`src/thumb_ctrl_params.svh`:
```
`ifndef THUMB_CTRL_PARAMS_SVH
`define THUMB_CTRL_PARAMS_SVH

// datapath and instruction widths
`define WORD_W      32
`define INSTR_W     16
`define REG_ADDR_W  4

// only r0 to r7 can appear in a register list
`define REG_LIST_W  8
`define BEAT_W      4

// stack pointer register number
`define SP_REG_NUM  13

`endif
```
`src/thumb_ctrl_pkg.sv`:
```
`include "thumb_ctrl_params.svh"

package thumb_ctrl_pkg;

    typedef logic [`WORD_W-1:0]     word_t;
    typedef logic [`INSTR_W-1:0]    instr_t;
    typedef logic [`REG_ADDR_W-1:0] reg_addr_t;

    // bit i of a list stands for register ri
    typedef logic [`REG_LIST_W-1:0] reg_list_t;
    typedef logic [`BEAT_W-1:0]     beat_t;

    typedef enum logic [2:0] {
        CLS_SINGLE,
        CLS_PUSH,
        CLS_POP,
        CLS_STM,
        CLS_LDM,
        CLS_INVALID
    } instr_class_e;

    typedef enum logic [3:0] {
        ADD,
        SUB,
        AND,
        OR,
        XOR,
        LSL,
        LSR,
        ASR,
        ROR,
        ADC,
        SBC,
        MUL,
        BIC,
        NOT
    } alu_op_e;

    typedef enum logic {
        SRC_A_REG,
        SRC_A_ZERO
    } src_a_e;

    // SRC_B_OFFSET picks the offset immediate made by the control unit
    typedef enum logic [1:0] {
        SRC_B_REG,
        SRC_B_IMM,
        SRC_B_ZERO,
        SRC_B_OFFSET
    } src_b_e;

    typedef enum logic {
        ADDR_FROM_INSTR,
        ADDR_FROM_CTRL
    } addr_sel_e;

endpackage

```
`src/thumb_ctrl_top.sv`:
```
`timescale 1ns/1ps

module thumb_ctrl_top import thumb_ctrl_pkg::*; (
    input  logic      clk_i,
    input  logic      reset_i,
    input  logic      valid_i,
    input  instr_t    instr_i,
    output logic      valid_o,
    output logic      stall_o,
    output logic      update_flag_o,
    output logic      reg_write_o,
    output logic      mem_read_o,
    output logic      mem_write_o,
    output logic      wb_from_mem_o,
    output logic      store_data_sel_o,
    output alu_op_e   alu_op_o,
    output src_a_e    src_a_o,
    output src_b_e    src_b_o,
    output addr_sel_e read_addr_sel_o,
    output addr_sel_e dest_addr_sel_o,
    output reg_addr_t ctrl_reg_addr_o,
    output word_t     offset_imm_o
);

    instr_class_e cls;
    reg_list_t    reg_list;
    reg_addr_t    base_reg;
    alu_op_e      dec_alu_op;
    src_a_e       dec_src_a;
    src_b_e       dec_src_b;
    logic         dec_update_flag;
    logic         dec_reg_write;
    logic         dec_mem_read;
    logic         dec_mem_write;
    logic         dec_wb_from_mem;
    logic         dec_store_data_sel;

    logic         seq_active;
    reg_addr_t    cur_reg;
    beat_t        beat;
    beat_t        list_count;
    logic         base_in_list;

    thumb_op_decoder u_op_decoder (
        .instr_i          (instr_i),
        .cls_o            (cls),
        .reg_list_o       (reg_list),
        .base_reg_o       (base_reg),
        .alu_op_o         (dec_alu_op),
        .src_a_o          (dec_src_a),
        .src_b_o          (dec_src_b),
        .update_flag_o    (dec_update_flag),
        .reg_write_o      (dec_reg_write),
        .mem_read_o       (dec_mem_read),
        .mem_write_o      (dec_mem_write),
        .wb_from_mem_o    (dec_wb_from_mem),
        .store_data_sel_o (dec_store_data_sel)
    );

    reglist_sequencer u_reglist_sequencer (
        .clk_i          (clk_i),
        .reset_i        (reset_i),
        .valid_i        (valid_i),
        .cls_i          (cls),
        .reg_list_i     (reg_list),
        .base_reg_i     (base_reg),
        .seq_active_o   (seq_active),
        .cur_reg_o      (cur_reg),
        .beat_o         (beat),
        .list_count_o   (list_count),
        .base_in_list_o (base_in_list)
    );

    ctrl_merge u_ctrl_merge (
        .cls_i            (cls),
        .alu_op_i         (dec_alu_op),
        .src_a_i          (dec_src_a),
        .src_b_i          (dec_src_b),
        .update_flag_i    (dec_update_flag),
        .reg_write_i      (dec_reg_write),
        .mem_read_i       (dec_mem_read),
        .mem_write_i      (dec_mem_write),
        .wb_from_mem_i    (dec_wb_from_mem),
        .store_data_sel_i (dec_store_data_sel),
        .seq_active_i     (seq_active),
        .cur_reg_i        (cur_reg),
        .beat_i           (beat),
        .list_count_i     (list_count),
        .base_in_list_i   (base_in_list),
        .base_reg_i       (base_reg),
        .valid_o          (valid_o),
        .stall_o          (stall_o),
        .update_flag_o    (update_flag_o),
        .reg_write_o      (reg_write_o),
        .mem_read_o       (mem_read_o),
        .mem_write_o      (mem_write_o),
        .wb_from_mem_o    (wb_from_mem_o),
        .store_data_sel_o (store_data_sel_o),
        .alu_op_o         (alu_op_o),
        .src_a_o          (src_a_o),
        .src_b_o          (src_b_o),
        .read_addr_sel_o  (read_addr_sel_o),
        .dest_addr_sel_o  (dest_addr_sel_o),
        .ctrl_reg_addr_o  (ctrl_reg_addr_o),
        .offset_imm_o     (offset_imm_o)
    );

endmodule

```
`src/ctrl_merge.sv`:
```
`timescale 1ns/1ps
`include "thumb_ctrl_params.svh"

module ctrl_merge import thumb_ctrl_pkg::*; (
    input  instr_class_e cls_i,
    input  alu_op_e      alu_op_i,
    input  src_a_e       src_a_i,
    input  src_b_e       src_b_i,
    input  logic         update_flag_i,
    input  logic         reg_write_i,
    input  logic         mem_read_i,
    input  logic         mem_write_i,
    input  logic         wb_from_mem_i,
    input  logic         store_data_sel_i,
    input  logic         seq_active_i,
    input  reg_addr_t    cur_reg_i,
    input  beat_t        beat_i,
    input  beat_t        list_count_i,
    input  logic         base_in_list_i,
    input  reg_addr_t    base_reg_i,
    output logic         valid_o,
    output logic         stall_o,
    output logic         update_flag_o,
    output logic         reg_write_o,
    output logic         mem_read_o,
    output logic         mem_write_o,
    output logic         wb_from_mem_o,
    output logic         store_data_sel_o,
    output alu_op_e      alu_op_o,
    output src_a_e       src_a_o,
    output src_b_e       src_b_o,
    output addr_sel_e    read_addr_sel_o,
    output addr_sel_e    dest_addr_sel_o,
    output reg_addr_t    ctrl_reg_addr_o,
    output word_t        offset_imm_o
);

    word_t beat_off;
    word_t list_off;

    // 4k for the current beat and 4N for the whole list
    assign beat_off = word_t'(beat_i) << 2;
    assign list_off = word_t'(list_count_i) << 2;

    always_comb begin
        valid_o          = 1'b0;
        stall_o          = 1'b0;
        update_flag_o    = 1'b0;
        reg_write_o      = 1'b0;
        mem_read_o       = 1'b0;
        mem_write_o      = 1'b0;
        wb_from_mem_o    = 1'b0;
        store_data_sel_o = 1'b0;
        alu_op_o         = ADD;
        src_a_o          = SRC_A_REG;
        src_b_o          = SRC_B_REG;
        read_addr_sel_o  = ADDR_FROM_INSTR;
        dest_addr_sel_o  = ADDR_FROM_INSTR;
        ctrl_reg_addr_o  = '0;
        offset_imm_o     = '0;

        case (cls_i)
            CLS_SINGLE: begin
                valid_o          = 1'b1;
                update_flag_o    = update_flag_i;
                reg_write_o      = reg_write_i;
                mem_read_o       = mem_read_i;
                mem_write_o      = mem_write_i;
                wb_from_mem_o    = wb_from_mem_i;
                store_data_sel_o = store_data_sel_i;
                alu_op_o         = alu_op_i;
                src_a_o          = src_a_i;
                src_b_o          = src_b_i;
            end
            CLS_PUSH, CLS_POP, CLS_STM, CLS_LDM: begin
                valid_o = 1'b1;
                stall_o = seq_active_i;
                src_b_o = SRC_B_OFFSET;
                if (seq_active_i) begin
                    ctrl_reg_addr_o = cur_reg_i;
                    case (cls_i)
                        CLS_PUSH: begin
                            // addresses run from SP-4N upward
                            alu_op_o        = SUB;
                            mem_write_o     = 1'b1;
                            read_addr_sel_o = ADDR_FROM_CTRL;
                            offset_imm_o    = list_off - beat_off;
                        end
                        CLS_STM: begin
                            mem_write_o     = 1'b1;
                            read_addr_sel_o = ADDR_FROM_CTRL;
                            offset_imm_o    = beat_off;
                        end
                        CLS_POP: begin
                            reg_write_o     = 1'b1;
                            wb_from_mem_o   = 1'b1;
                            dest_addr_sel_o = ADDR_FROM_CTRL;
                            offset_imm_o    = beat_off;
                        end
                        default: begin
                            // LDM walks down from base+4(N-1) since it sends the highest first
                            reg_write_o     = 1'b1;
                            wb_from_mem_o   = 1'b1;
                            dest_addr_sel_o = ADDR_FROM_CTRL;
                            offset_imm_o    = list_off - word_t'(4) - beat_off;
                        end
                    endcase
                end else begin
                    // final beat updates SP or the base by 4N, which also
                    // covers the load-use slot of the last loaded register
                    reg_write_o     = 1'b1;
                    dest_addr_sel_o = ADDR_FROM_CTRL;
                    offset_imm_o    = list_off;
                    ctrl_reg_addr_o = base_reg_i;
                    case (cls_i)
                        CLS_PUSH: begin
                            alu_op_o        = SUB;
                            ctrl_reg_addr_o = reg_addr_t'(`SP_REG_NUM);
                        end
                        CLS_POP: begin
                            ctrl_reg_addr_o = reg_addr_t'(`SP_REG_NUM);
                        end
                        CLS_LDM: begin
                            // a loaded base keeps its loaded value
                            reg_write_o = !base_in_list_i;
                        end
                        default: ;
                    endcase
                end
            end
            default: ;
        endcase
    end

endmodule

```
`src/reglist_sequencer.sv`:
```
`timescale 1ns/1ps
`include "thumb_ctrl_params.svh"

module reglist_sequencer import thumb_ctrl_pkg::*; (
    input  logic         clk_i,
    input  logic         reset_i,
    input  logic         valid_i,
    input  instr_class_e cls_i,
    input  reg_list_t    reg_list_i,
    input  reg_addr_t    base_reg_i,
    output logic         seq_active_o,
    output reg_addr_t    cur_reg_o,
    output beat_t        beat_o,
    output beat_t        list_count_o,
    output logic         base_in_list_o
);

    reg_list_t remain_q;
    beat_t     beat_q;
    logic      base_in_list_q;

    reg_list_t pending;
    reg_list_t pick_onehot;
    reg_addr_t cur_reg;
    logic      is_multi;
    logic      is_ldm;

    assign is_multi = (cls_i == CLS_PUSH) || (cls_i == CLS_POP) ||
                      (cls_i == CLS_STM) || (cls_i == CLS_LDM);
    assign is_ldm   = (cls_i == CLS_LDM);

    // listed registers that have not been sent yet
    assign pending      = reg_list_i & remain_q;
    assign seq_active_o = is_multi && (pending != '0);

    // the last hit wins, so the scan order sets the priority
    always_comb begin
        int j;
        cur_reg = '0;
        for (int i = 0; i < `REG_LIST_W; i++) begin
            j = is_ldm ? i : `REG_LIST_W - 1 - i;
            if (pending[j]) begin
                cur_reg = reg_addr_t'(j);
            end
        end
    end

    assign pick_onehot = reg_list_t'(1) << cur_reg;

    always_comb begin
        list_count_o = '0;
        for (int i = 0; i < `REG_LIST_W; i++) begin
            list_count_o = list_count_o + beat_t'(reg_list_i[i]);
        end
    end

    // state only moves while registers remain, so the final beat clears it
    always_ff @(posedge clk_i) begin
        if (reset_i || !valid_i || !seq_active_o) begin
            remain_q       <= '1;
            beat_q         <= '0;
            base_in_list_q <= 1'b0;
        end else begin
            remain_q <= remain_q & ~pick_onehot;
            beat_q   <= beat_q + beat_t'(1);
            if (cur_reg == base_reg_i) begin
                base_in_list_q <= 1'b1;
            end
        end
    end

    assign cur_reg_o      = cur_reg;
    assign beat_o         = beat_q;
    assign base_in_list_o = base_in_list_q;

endmodule

```
`src/thumb_op_decoder.sv`:
```
`timescale 1ns/1ps

module thumb_op_decoder import thumb_ctrl_pkg::*; (
    input  instr_t       instr_i,
    output instr_class_e cls_o,
    output reg_list_t    reg_list_o,
    output reg_addr_t    base_reg_o,
    output alu_op_e      alu_op_o,
    output src_a_e       src_a_o,
    output src_b_e       src_b_o,
    output logic         update_flag_o,
    output logic         reg_write_o,
    output logic         mem_read_o,
    output logic         mem_write_o,
    output logic         wb_from_mem_o,
    output logic         store_data_sel_o
);

    // list and base sit in the same bits for every multi-register form
    assign reg_list_o = instr_i[7:0];
    assign base_reg_o = {1'b0, instr_i[10:8]};

    always_comb begin
        cls_o            = CLS_INVALID;
        alu_op_o         = ADD;
        src_a_o          = SRC_A_REG;
        src_b_o          = SRC_B_REG;
        update_flag_o    = 1'b0;
        reg_write_o      = 1'b0;
        mem_read_o       = 1'b0;
        mem_write_o      = 1'b0;
        wb_from_mem_o    = 1'b0;
        store_data_sel_o = 1'b0;

        casez (instr_i[15:11])
            5'b00???: begin
                cls_o         = CLS_SINGLE;
                update_flag_o = 1'b1;
                reg_write_o   = 1'b1;
                case (instr_i[13:11])
                    3'b000: begin
                        alu_op_o = LSL;
                        src_b_o  = SRC_B_IMM;
                    end
                    3'b001: begin
                        alu_op_o = LSR;
                        src_b_o  = SRC_B_IMM;
                    end
                    3'b010: begin
                        alu_op_o = ASR;
                        src_b_o  = SRC_B_IMM;
                    end
                    3'b011: begin
                        // bit 10 picks the 3-bit immediate, bit 9 picks subtract
                        alu_op_o = instr_i[9] ? SUB : ADD;
                        src_b_o  = instr_i[10] ? SRC_B_IMM : SRC_B_REG;
                    end
                    3'b100: begin
                        // move immediate is 0 + imm8
                        src_a_o = SRC_A_ZERO;
                        src_b_o = SRC_B_IMM;
                    end
                    3'b101: begin
                        alu_op_o    = SUB;
                        src_b_o     = SRC_B_IMM;
                        reg_write_o = 1'b0;
                    end
                    3'b110: begin
                        src_b_o = SRC_B_IMM;
                    end
                    default: begin
                        alu_op_o = SUB;
                        src_b_o  = SRC_B_IMM;
                    end
                endcase
            end
            5'b01000: begin
                // 010001 is the special-register group, not handled here
                if (!instr_i[10]) begin
                    cls_o         = CLS_SINGLE;
                    update_flag_o = 1'b1;
                    reg_write_o   = 1'b1;
                    case (instr_i[9:6])
                        4'b0000: alu_op_o = AND;
                        4'b0001: alu_op_o = XOR;
                        4'b0010: alu_op_o = LSL;
                        4'b0011: alu_op_o = LSR;
                        4'b0100: alu_op_o = ASR;
                        4'b0101: alu_op_o = ADC;
                        4'b0110: alu_op_o = SBC;
                        4'b0111: alu_op_o = ROR;
                        4'b1000: begin
                            // test only sets flags
                            alu_op_o    = AND;
                            reg_write_o = 1'b0;
                        end
                        4'b1001: begin
                            // reverse subtract from zero
                            alu_op_o = SUB;
                            src_a_o  = SRC_A_ZERO;
                        end
                        4'b1010: begin
                            alu_op_o    = SUB;
                            reg_write_o = 1'b0;
                        end
                        4'b1011: begin
                            alu_op_o    = ADD;
                            reg_write_o = 1'b0;
                        end
                        4'b1100: alu_op_o = OR;
                        4'b1101: alu_op_o = MUL;
                        4'b1110: alu_op_o = BIC;
                        default: alu_op_o = NOT;
                    endcase
                end
            end
            5'b0101?: begin
                cls_o         = CLS_SINGLE;
                wb_from_mem_o = 1'b1;
                if (instr_i[11] || (instr_i[10:9] == 2'b11)) begin
                    mem_read_o  = 1'b1;
                    reg_write_o = 1'b1;
                end else begin
                    // store data comes from the third register field
                    mem_write_o      = 1'b1;
                    store_data_sel_o = 1'b1;
                end
            end
            5'b011??, 5'b1000?: begin
                cls_o         = CLS_SINGLE;
                src_b_o       = SRC_B_IMM;
                wb_from_mem_o = 1'b1;
                if (instr_i[11]) begin
                    mem_read_o  = 1'b1;
                    reg_write_o = 1'b1;
                end else begin
                    mem_write_o = 1'b1;
                end
            end
            5'b1011?: begin
                // bit 8 is ignored, so neither LR nor PC joins the list
                if (instr_i[7:0] != '0) begin
                    if (instr_i[15:9] == 7'b1011010) begin
                        cls_o = CLS_PUSH;
                    end else if (instr_i[15:9] == 7'b1011110) begin
                        cls_o = CLS_POP;
                    end
                end
            end
            5'b11000: begin
                if (instr_i[7:0] != '0) begin
                    cls_o = CLS_STM;
                end
            end
            5'b11001: begin
                if (instr_i[7:0] != '0) begin
                    cls_o = CLS_LDM;
                end
            end
            default: ;
        endcase
    end

endmodule

```
`config.mk`:
```
export PLATFORM = sky130hd
export DESIGN_NAME = thumb_ctrl_top
export DESIGN_NICKNAME = d
export VERILOG_FILES = /design/src/thumb_ctrl_pkg.sv /design/src/thumb_ctrl_top.sv /design/src/ctrl_merge.sv /design/src/reglist_sequencer.sv /design/src/thumb_op_decoder.sv
export VERILOG_INCLUDE_DIRS = /design/src
export SDC_FILE = /design/constraint.sdc
export NUM_CORES = 1
export LEC_CHECK = 0
export BUFFER_PORTS_ARGS = -buffer_cell sky130_fd_sc_hd__buf_2
export CAP_MARGIN = 30
export CELL_PAD_IN_SITES_DETAIL_PLACEMENT = 0
export CELL_PAD_IN_SITES_GLOBAL_PLACEMENT = 2
export CORE_MARGIN = 2
export CORE_UTILIZATION = 25
export DETAILED_ROUTE_END_ITERATION = 8
export MAX_ROUTING_LAYER = met4
export PLACE_DENSITY_LB_ADDON = 0.1
export SETUP_SLACK_MARGIN = 0.2
export SYNTH_ARGS = -nofsm -noshare
export SYNTH_HDL_FRONTEND = slang
export SYNTH_SLANG_ARGS = --single-unit
```
`constraint.sdc`:
```
create_clock -name clk_i -period 7 [get_ports clk_i]
set_input_delay 1.4 -clock clk_i [delete_from_list [all_inputs] [get_ports clk_i]]
set_output_delay 1.4 -clock clk_i [all_outputs]
set_load 0.01 [all_outputs]
```
==> impl_metrics.tcl, run 1 <==
set metrics [dict create \
    rrSetupSlack_ps 4760 \
    hold_path_class "flip-flop to flip-flop" \
    fin_crit_sh_pct 97.48 \
    grt_pass1_wl_um 13890 \
    synth.area.top_cells "dfxtp_1 (10%), ha_1 (9.4%), buf_4 (5.6%)" \
    die_y_um 104.8 \
    place_ws_ps -1.931 \
    fmax_ghz 0.1465 \
    crit_slowest_cell "fa_2" \
    clkTransAtPathRegs_ps 50 \
    leakage_uw 0.001505 \
    ctsHoldBuffers 0 \
    top_level_ports 72 \
    synth.avg_cell_area_um2 7.115 \
    die_w_um 104.8 \
    dp_hpwl_um 6578 \
    drtIter0Drc 90 \
    crit_type "input port to output pin" \
    outcome "complete, no violations" \
    drive_gt1_share_pct 36.63 \
    placed_cells 533 \
    rsz0062_at_grt "yes" \
    reg2reg_to "u_reglist_sequencer.base_in_list_o" \
    r2r-start "u_reglist_sequencer.remain_q[6]" \
    ir_worst_vdd_v 0.00008563 \
    dieArea_um2 10980 \
    power_density_nw_per_um2 219.6 \
    start_util_pct 25.87 \
    gp_congestion 0.7726 \
    min_period_ps 6824 \
    synth-simple-area-share_pct 28.77 \
    worstPathRequired_ps 5600 \
    synth_top_area_share_pct 10.25 \
    antenna_found_initial 0 \
    synth_top_family_by_area "compound AO/OA/AOI/OAI gates" \
    hold_end "u_reglist_sequencer.remain_q[0]" \
    yosys-top-cells-count "nand2_1 (38), nor2_1 (34), inv_1 (25)" \
    numCtsBuffers 3 \
    hp-start "u_reglist_sequencer.remain_q[0]" \
    wl_per_cell_um 15.61 \
    core-area_um2 9819 \
    start_kind "input port" \
    synthDistinctLibCells 69 \
    synth_compound_area_share_pct 28.92 \
    synth_largest_area_cell "dfxtp_1" \
    post_drt_via_cell_ratio 4.883 \
    final_cells 548 \
    rows 36 \
    maxCapViolCount 0 \
    vias 2676 \
    max-slew-margin-rel_pct 42.79 \
    critical_path.most_common_cell "ha_4" \
    path_max_fanout 4 \
    tightest_slew_ps 855.5 \
    dr.pass1.iters 4 \
    synth_most_common_cell "nand2_1" \
    syn2layout_area_growth_pct 30.00 \
    htreeDepth 1 \
    cts_tree "yes" \
    synth-edff-count 0 \
    finalHoldViolCount 0 \
    grt_start_max_net_pins 20 \
    endpoint_kind "output pin" \
    async_flop_share_pct 0 \
    syn_area_um2 2540 \
    setup_viol 0 \
    ys_seq_area_share_pct 10.25 \
    layout_setup_ws_ps 176.3 \
    ys_ff_latch 13 \
    synthAdderAreaFrac_pct 14.09 \
    io_buffers 69 \
    cp.arrival_ps 5420 \
    cts.sinks 13 \
    insertion_delay_ps 240 \
    grt_pass1_vias 2668 \
    finish.net_count 460 \
    drv_slew 0 \
    ant_nets 0 \
    synth_warnings 0 \
    clock_skew_ps 3.307 \
    grt_use_total_pct 15.74 \
    synth_mux_area_share_pct 1.823 \
    finalWirelength_um 8557 \
    cpPeakStageDelay_ps 580 \
    ys.flop_type "dfxtp_1" \
    drcViolationCount 0 \
    syn_inst 357 \
    hold_depth 1 \
    worstPathCellList "buf_8, inv_4, ha_4, inv_2, fa_1, fa_1, fa_2, fa_2, ha_4, inv_4, ha_4, a21o_1, a21o_1, a21o_1, nand2b_4, ha_4, nor2_2, nor2_2, buf_2" \
    cts-root-buf "clkbuf_8" \
    overflow 0 \
    rr_worst_depth 8 \
    synthXorXnorAreaFrac_pct 3.793 \
    n_antenna_cell 0 \
    clock_path_buffers 2 \
]
## worst max-delay path by stage
stage                          start                to  slack, ps  depth (start not counted)
after floorplan           instr_i[1]  offset_imm_o[13]        200                         18
after global placement    instr_i[1]  offset_imm_o[13]         60                         19
after detailed placement  instr_i[1]  offset_imm_o[13]         -2                         19
after CTS                 instr_i[1]  offset_imm_o[13]         80                         19
after global routing      instr_i[1]   offset_imm_o[9]         -6                         19
final                     instr_i[1]  offset_imm_o[13]        180                         19
## worst max-delay path: cells and delay by family
family / cells / cell delay (ps)
AO/OA/AOI/OAI: 3 / 550
AND/OR/NAND/NOR: 3 / 290
adder cells (fa/ha/maj): 8 / 2840
buffers and inverters: 5 / 350
## metrics by stage
stage          cell area, µm²  power, µW  hold WS (ps)  util (%)  setup TNS, ps
2_1_floorplan            2561      385.2         426.6         -              0
3_3_place_gp             2920      473.3         433.3     29.74              0
3_5_place_dp             2920      471.0         439.6     29.74         -2.059
4_1_cts                  3208      680.5         453.6     32.67              0
5_1_grt                  3302      803.8         464.4     33.63         -8.912
6_report                 3302      725.2         450.7     33.63              0
## kinds of logic (layout without fill, tap and decap cells)
family,count (synthesis),count (layout)
AOI/OAI and AO/OA,101,101
xor gates and xnor gates,11,11
adders and majority gates,25,25
buffers and inverters,61,118
DFF,13,13
muxes,4,4
other,1,2
and+or+nand+nor,141,141
## cells in the final DEF (no fill, tap or decap), drive strengths merged, types with 5 or more instances in the layout
cell type	n
buf	88
nor3	7
a21oi	24
ha	19
nand2	40
o211ai	6
xnor2	6
inv	26
nor2	36
nand2b	15
a31oi	7
and2	8
dfxtp	13
o21ai	18
a21o	12
fa	6
xor2	5
nand3	12
## power by group
part	switching, µW	internal [µW]
logic	286	296
registers	0.462	74.5
clock network	27.9	40.2
total	314	411
## registers in the layout, indices dropped and copies added, names as in the netlist
signal / flops
u_reglist_sequencer.base_in_list_o: 1
u_reglist_sequencer.beat_o: 4
u_reglist_sequencer.remain_q: 8
## layer usage
| metal | routed length (µm) | vias up | GRT usage [%] |
|---|---|---|---|
| li1 | - | 1349 | - |
| met4 | 39 | 0 | 2.000 |
| met2 | 4114 | 44 | 25.93 |
| met5 | 0 | - | - |
| met3 | 192 | 5 | 1.248 |
| met1 | 4210 | 1278 | 21.66 |
## timing repair
item	in CTS	in global routing
endpoints found under the setup margin	22	29
pin swaps	26	10
gates cloned	0	1
gates resized for setup	29	15
setup buffers	9	1
## cell type report
| type | count | area, µm² |
|---|---|---|
| Clock buffer | 4 | 45.04 |
| Multi-Input combinational cell | 284 | 2208 |
| Timing Repair Buffer | 88 | 519.2 |
| Fill cell | 1116 | 6518 |
| Inverter | 26 | 102.6 |
| Tap cell | 133 | 166.4 |
| Sequential cell | 13 | 260.3 |
Power figures use the tool's default switching activity.
==> run 2, diff against run 1 <==
--- a/config.mk
+++ b/config.mk
@@ -16,6 +16,7 @@
 export MAX_ROUTING_LAYER = met4
 export PLACE_DENSITY_LB_ADDON = 0.1
 export SETUP_SLACK_MARGIN = 0.2
+export SLEW_MARGIN = 0
 export SYNTH_ARGS = -nofsm -noshare
 export SYNTH_HDL_FRONTEND = slang
 export SYNTH_SLANG_ARGS = --single-unit
==> constraint.sdc (replaced) <==
create_clock -name clk_i -period 7.9 [get_ports clk_i]
set_input_delay 1.58 -clock clk_i [delete_from_list [all_inputs] [get_ports clk_i]]
set_output_delay 1.58 -clock clk_i [all_outputs]
set_load 0.01 [all_outputs]
==> run 2 against run 1 <==
Against the previous run: clock power decreased by 9.0%; combinational power decreased by 42%; critical path type unchanged; largest power group unchanged; routed wire length decreased by 3.6%; via count is 2.8% lower.
==> impl_metrics.tcl, run 2 (synthesized netlist as in run 1, its figures left out) <==
set metrics [dict create \
    post_cts_buffers 0 \
    switching_power_uw 213.2 \
    rows 36 \
    fin_util_pct 29.66 \
    cts_tree "yes" \
    insertion_delay_ps 250 \
    setup_viol 0 \
    postCtsResizedCells 0 \
    htreeDepth 1 \
    crit_type "input port to output pin" \
    cpPeakStageDelay_ps 590 \
    fin_crit_sh_pct 94.00 \
    drtIter0Drc 110 \
    dp_hpwl_um 6567 \
    hold_path_class "flip-flop to flip-flop" \
    min_period_ps 7426 \
    rsz0062_at_grt "no" \
    ant_nets 0 \
    dieArea_um2 10980 \
    io_buffers 69 \
    comb_power_share_pct 72.6 \
    clkTransAtPathRegs_ps 50 \
    crit_slowest_cell "fa_2" \
    worstPathRequired_ps 6320 \
    overflow 0 \
    crit_family "adder cells" \
    largest_reg_flops 8 \
    grt_start_max_net_pins 20 \
    power.total_uw 468.9 \
    clock_skew_ps 6.940 \
    fin_tns_setup_ps 0 \
    grt_use_total_pct 15.60 \
    layout_common_cells "buf_2 (69), nand2_1 (38), nor2_1 (34), inv_1 (25), a21oi_1 (23)" \
    timing.critical_path.buf_inv 5 \
    drive_gt1_share_pct 25.13 \
    gp_congestion 0.7848 \
    die_w_um 104.8 \
    max-slew-margin-rel_pct 41.92 \
    cp.arrival_ps 5850 \
    critical_path.most_common_cell "ha_1" \
    wl_per_cell_um 15.53 \
    top_level_ports 72 \
    finalWirelength_um 8246 \
    clock_path_buffers 2 \
    worstPathCellList "buf_2, inv_1, ha_1, inv_1, fa_1, fa_1, fa_2, fa_2, ha_1, inv_1, ha_1, a21o_1, a21o_1, a21o_1, nand2b_1, ha_1, nor2_1, nor2_1, buf_2" \
    post_drt_via_cell_ratio 4.896 \
    power_density_nw_per_um2 161.0 \
    finish.net_count 443 \
    finalHoldViolCount 0 \
    endpoint_kind "output pin" \
    ir_worst_vdd_v 0.00008114 \
    p_clk_share_pct 13.2 \
    die_y_um 104.8 \
    vias 2600 \
    grt_pass1_vias 2539 \
    tightest_slew_ps 863.2 \
    syn2layout_area_growth_pct 14.68 \
    ctsHoldBuffers 0 \
    numCtsBuffers 3 \
    drcViolationCount 0 \
    num-fill-cells 1159 \
    place_ws_ps 421.6 \
    final_common_cell "buf_2" \
    path_max_fanout 4 \
    maxCapViolCount 0 \
    start_util_pct 25.87 \
    core-area_um2 9819 \
    leakage_uw 0.001364 \
    fmax_ghz 0.1347 \
    drv_slew 0 \
    switching_share_pct 45.46 \
    seq_power_share_pct 14.2 \
    regMostFlops "u_reglist_sequencer.remain_q" \
    outcome "complete, no violations" \
    grt_pass1_wl_um 13520 \
    dr.pass1.iters 4 \
    holdWs_ps 454.6 \
    antenna_found_initial 0 \
    start_kind "input port" \
    intPower_uw 255.7 \
    cts.sinks 13 \
    cts-root-buf "clkbuf_8" \
    layout_setup_ws_ps 474.0 \
    n_antenna_cell 0 \
]
==> run 2: metal layers <==
| layer | global-route usage, % | share of wire (%) |
|---|---|---|
| met4 | 2.952 | 0.64 |
| met2 | 24.72 | 45 |
| met1 | 21.85 | 51 |
| met3 | 1.310 | 3.7 |
| met5 | - | 0 |
==> run 2: final cells by class <==
cell class | count | area, µm² | share of cell area, %
Inverter | 26 | 97.59 | 3.351
Multi-Input combinational cell | 284 | 1983 | 68.08
Clock buffer | 4 | 45.04 | 1.546
Tap cell | 133 | 166.4 | 5.713
Timing Repair Buffer | 71 | 360.3 | 12.37
Sequential cell | 13 | 260.3 | 8.935
==> run 2: worst paths after layout <==
path / from / slack [ps] / cells after the start / endpoint
min reg2reg: u_reglist_sequencer.remain_q[4] / 450 / 1 / u_reglist_sequencer.remain_q[4]
min: u_reglist_sequencer.remain_q[4] / 450 / 1 / u_reglist_sequencer.remain_q[4]
max reg2reg: u_reglist_sequencer.remain_q[6] / 5680 / 8 / u_reglist_sequencer.base_in_list_o
max: instr_i[1] / 470 / 19 / offset_imm_o[9]
==> run 2: per-stage QoR <==
step	cell area, µm²	std cells
CTS	2908	531
global placement	2863	527
finish	2913	531
detailed placement	2863	527
global route	2913	531
floorplan	2544	358
==> run 2: power groups by stage <==
stage	clock network [µW]	logic, µW	registers [µW]
2_1_floorplan	0	265	67.7
3_5_place_dp	0	340	67.8
6_report	62.0	340	66.4
4_1_cts	65.0	342	66.4
5_1_grt	66.8	393	66.4
3_3_place_gp	0	343	67.8
==> run 3, diff against run 2 <==
--- a/config.mk
+++ b/config.mk
@@ -19,4 +19,5 @@
 export SLEW_MARGIN = 0
 export SYNTH_ARGS = -nofsm -noshare
 export SYNTH_HDL_FRONTEND = slang
+export SYNTH_HIERARCHICAL = 1
 export SYNTH_SLANG_ARGS = --single-unit
==> run 3 against run 2 <==
Against the previous run: die area grew 14%; final cell count grew 4.1%; clock power up 53%; fmax decreased by 0.85%; first-iteration DRC count rose by 0.91%; highest routed layer unchanged; via count is 11% higher; routed wire length is 10% higher; sequential share of layout area decreased by 0.72 points; critical path type unchanged; combinational power up 24%; clock-buffer cell count stayed put.
==> impl_metrics.tcl, run 3 <==
set metrics [dict create \
    maxCapViolCount 0 \
    outcome "complete, no violations" \
    synth_most_common_cell "buf_4" \
    synth_warnings 6 \
    gp_congestion 0.7604 \
    tightest_slew_ps 779.8 \
    synth_top_family_by_area "compound AO/OA/AOI/OAI gates" \
    die_w_um 111.8 \
    drtIter0Drc 111 \
    finish.net_count 449 \
    grt_use_total_pct 14.70 \
    wl_per_cell_um 16.44 \
    clock_path_buffers 2 \
    clkTransAtPathRegs_ps 40 \
    n_antenna_cell 0 \
    min_period_ps 7490 \
    synth-edff-count 0 \
    core-area_um2 11370 \
    io_buffers 69 \
    async_flop_share_pct 0 \
    synth_top_area_share_pct 11.37 \
    syn2layout_area_growth_pct 9.048 \
    dr.pass1.iters 4 \
    synth-simple-area-share_pct 22.88 \
    endpoint_kind "output pin" \
    worstPathRequired_ps 6320 \
    die_y_um 111.8 \
    rsz0062_at_grt "yes" \
    max-slew-margin-rel_pct 47.88 \
    synthXorXnorAreaFrac_pct 3.619 \
    path_max_fanout 6 \
    grt_start_max_net_pins 26 \
    ys_ff_latch 13 \
    setup_viol 0 \
    leakage_uw 0.001381 \
    power_density_nw_per_um2 184.8 \
    ant_nets 0 \
    cp.arrival_ps 5910 \
    fin_tns_setup_ps 0 \
    post_drt_via_cell_ratio 5.203 \
    vias 2877 \
    syn_inst 386 \
    cts-root-buf "clkbuf_16" \
    crit_type "input port to output pin" \
    start_kind "input port" \
    dieArea_um2 12490 \
    ir_worst_vdd_v 0.00008853 \
    synth.avg_cell_area_um2 7.523 \
    finalHoldViolCount 0 \
    layout_common_cells "buf_2 (69), nand2_1 (29), inv_1 (24), a21oi_1 (22), nor2_1 (20)" \
    finalWirelength_um 9091 \
    rows 39 \
    fin_crit_sh_pct 94.81 \
    drive_gt1_share_pct 29.27 \
    synth_compound_area_share_pct 34.55 \
    ys_seq_area_share_pct 8.962 \
    synthDistinctLibCells 81 \
    numCtsBuffers 3 \
    dp_hpwl_um 7093 \
    final_common_cell "buf_2" \
    antenna_found_initial 0 \
    hold_path_class "flip-flop to flip-flop" \
    synth_mux_area_share_pct 1.810 \
    top_level_ports 72 \
    start_util_pct 25.54 \
    syn_area_um2 2904 \
    drcViolationCount 0 \
    drv_slew 0 \
    ys.flop_type "dfxtp_1" \
    holdWs_ps 508.4 \
    yosys-top-cells-count "buf_4 (44), nand2_1 (29), inv_1 (24)" \
    rrSetupSlack_ps 5930 \
    cts_tree "yes" \
    clock_skew_ps 2.273 \
    regMostFlops "u_reglist_sequencer/remain_q" \
    grt_pass1_vias 2666 \
    synth.area.top_cells "buf_4 (11%), dfxtp_1 (9.0%), ha_1 (5.6%)" \
    insertion_delay_ps 240 \
    synthAdderAreaFrac_pct 9.737 \
    largest_reg_flops 8 \
    grt_pass1_wl_um 14510 \
    synth_largest_area_cell "buf_4" \
    overflow 0 \
    fmax_ghz 0.1335 \
    cts.sinks 13 \
    htreeDepth 1 \
]
[run 3: kinds of logic after synthesis]
kind of cell / count (synthesis)
XOR/XNOR: 12
other: 3
adder cells (fa/ha/maj): 19
multiplexers: 5
flip-flops: 13
AO/OA/AOI/OAI: 132
AND/OR/NAND/NOR: 117
buffers and inverters: 85
[run 3: layer usage]
| metal | vias to the layer above | wire (µm) | track usage, % |
|---|---|---|---|
| met3 | 13 | 342 | 1.470 |
| met2 | 70 | 4274 | 23.72 |
| met4 | 0 | 123 | 3.704 |
| met1 | 1383 | 4350 | 19.79 |
| li1 | 1411 | - | - |
| met5 | - | 0 | - |
[run 3: metrics by stage]
stage	worst slack (ps)	utilization (%)	cells	total power, µW	instance area [µm²]
after floorplan	311.4	-	388	411.1	2914
after global placement	330.4	26.93	548	485.3	3062
after detailed placement	265.2	26.93	548	481.5	3062
after CTS	264.2	27.62	552	579.3	3141
after global routing	193.9	27.85	553	642.4	3167
final	410.1	27.85	553	585.2	3167
[run 3: repair_timing]
| item | CTS | global route |
|---|---|---|
| gates resized for setup | 0 | 4 |
| buffers inserted | 0 | 1 |
| hold buffers | 0 | 0 |
| endpoints found under the setup margin | 0 | 26 |
[run 3: power by group]
| part | leakage, µW | internal [µW] | switching [µW] |
|---|---|---|---|
| registers | 0.000105 | 67.3 | 2.74 |
| logic | 0.00124 | 180 | 241 |
| clock network | 0.0000382 | 67.9 | 26.8 |
[run 3: worst max-delay path, cell delays in order]
cell and delay (ps):
buf_2 140, fa_1 530, inv_1 60, fa_1 450
fa_1 490, inv_1 40, ha_1 200, fa_2 590
inv_1 70, ha_1 190, xor2_1 150, ha_1 380
a21oi_2 170, o21ai_2 80, xnor2_1 130, a211o_1 300
a211oi_2 190, buf_2 160
[run 3: area by class of cell]
type	count	area, µm²
fill	1290	8203
multi-input combinational	290	2148
timing repair buffer	75	390.4
sequential	13	260.3
tap	143	178.9
inverter	28	110.1
clock buffer	4	78.83
[run 3: worst paths after layout]
path	startpoint	end	cells past startpoint
worst min-delay path	u_reglist_sequencer/base_in_list_o	u_reglist_sequencer/base_in_list_o	2
worst min register to register	u_reglist_sequencer/base_in_list_o	u_reglist_sequencer/base_in_list_o	2
worst max register to register	u_reglist_sequencer/remain_q[3]	u_reglist_sequencer/remain_q[0]	6
worst max-delay path	instr_i[0]	offset_imm_o[5]	18
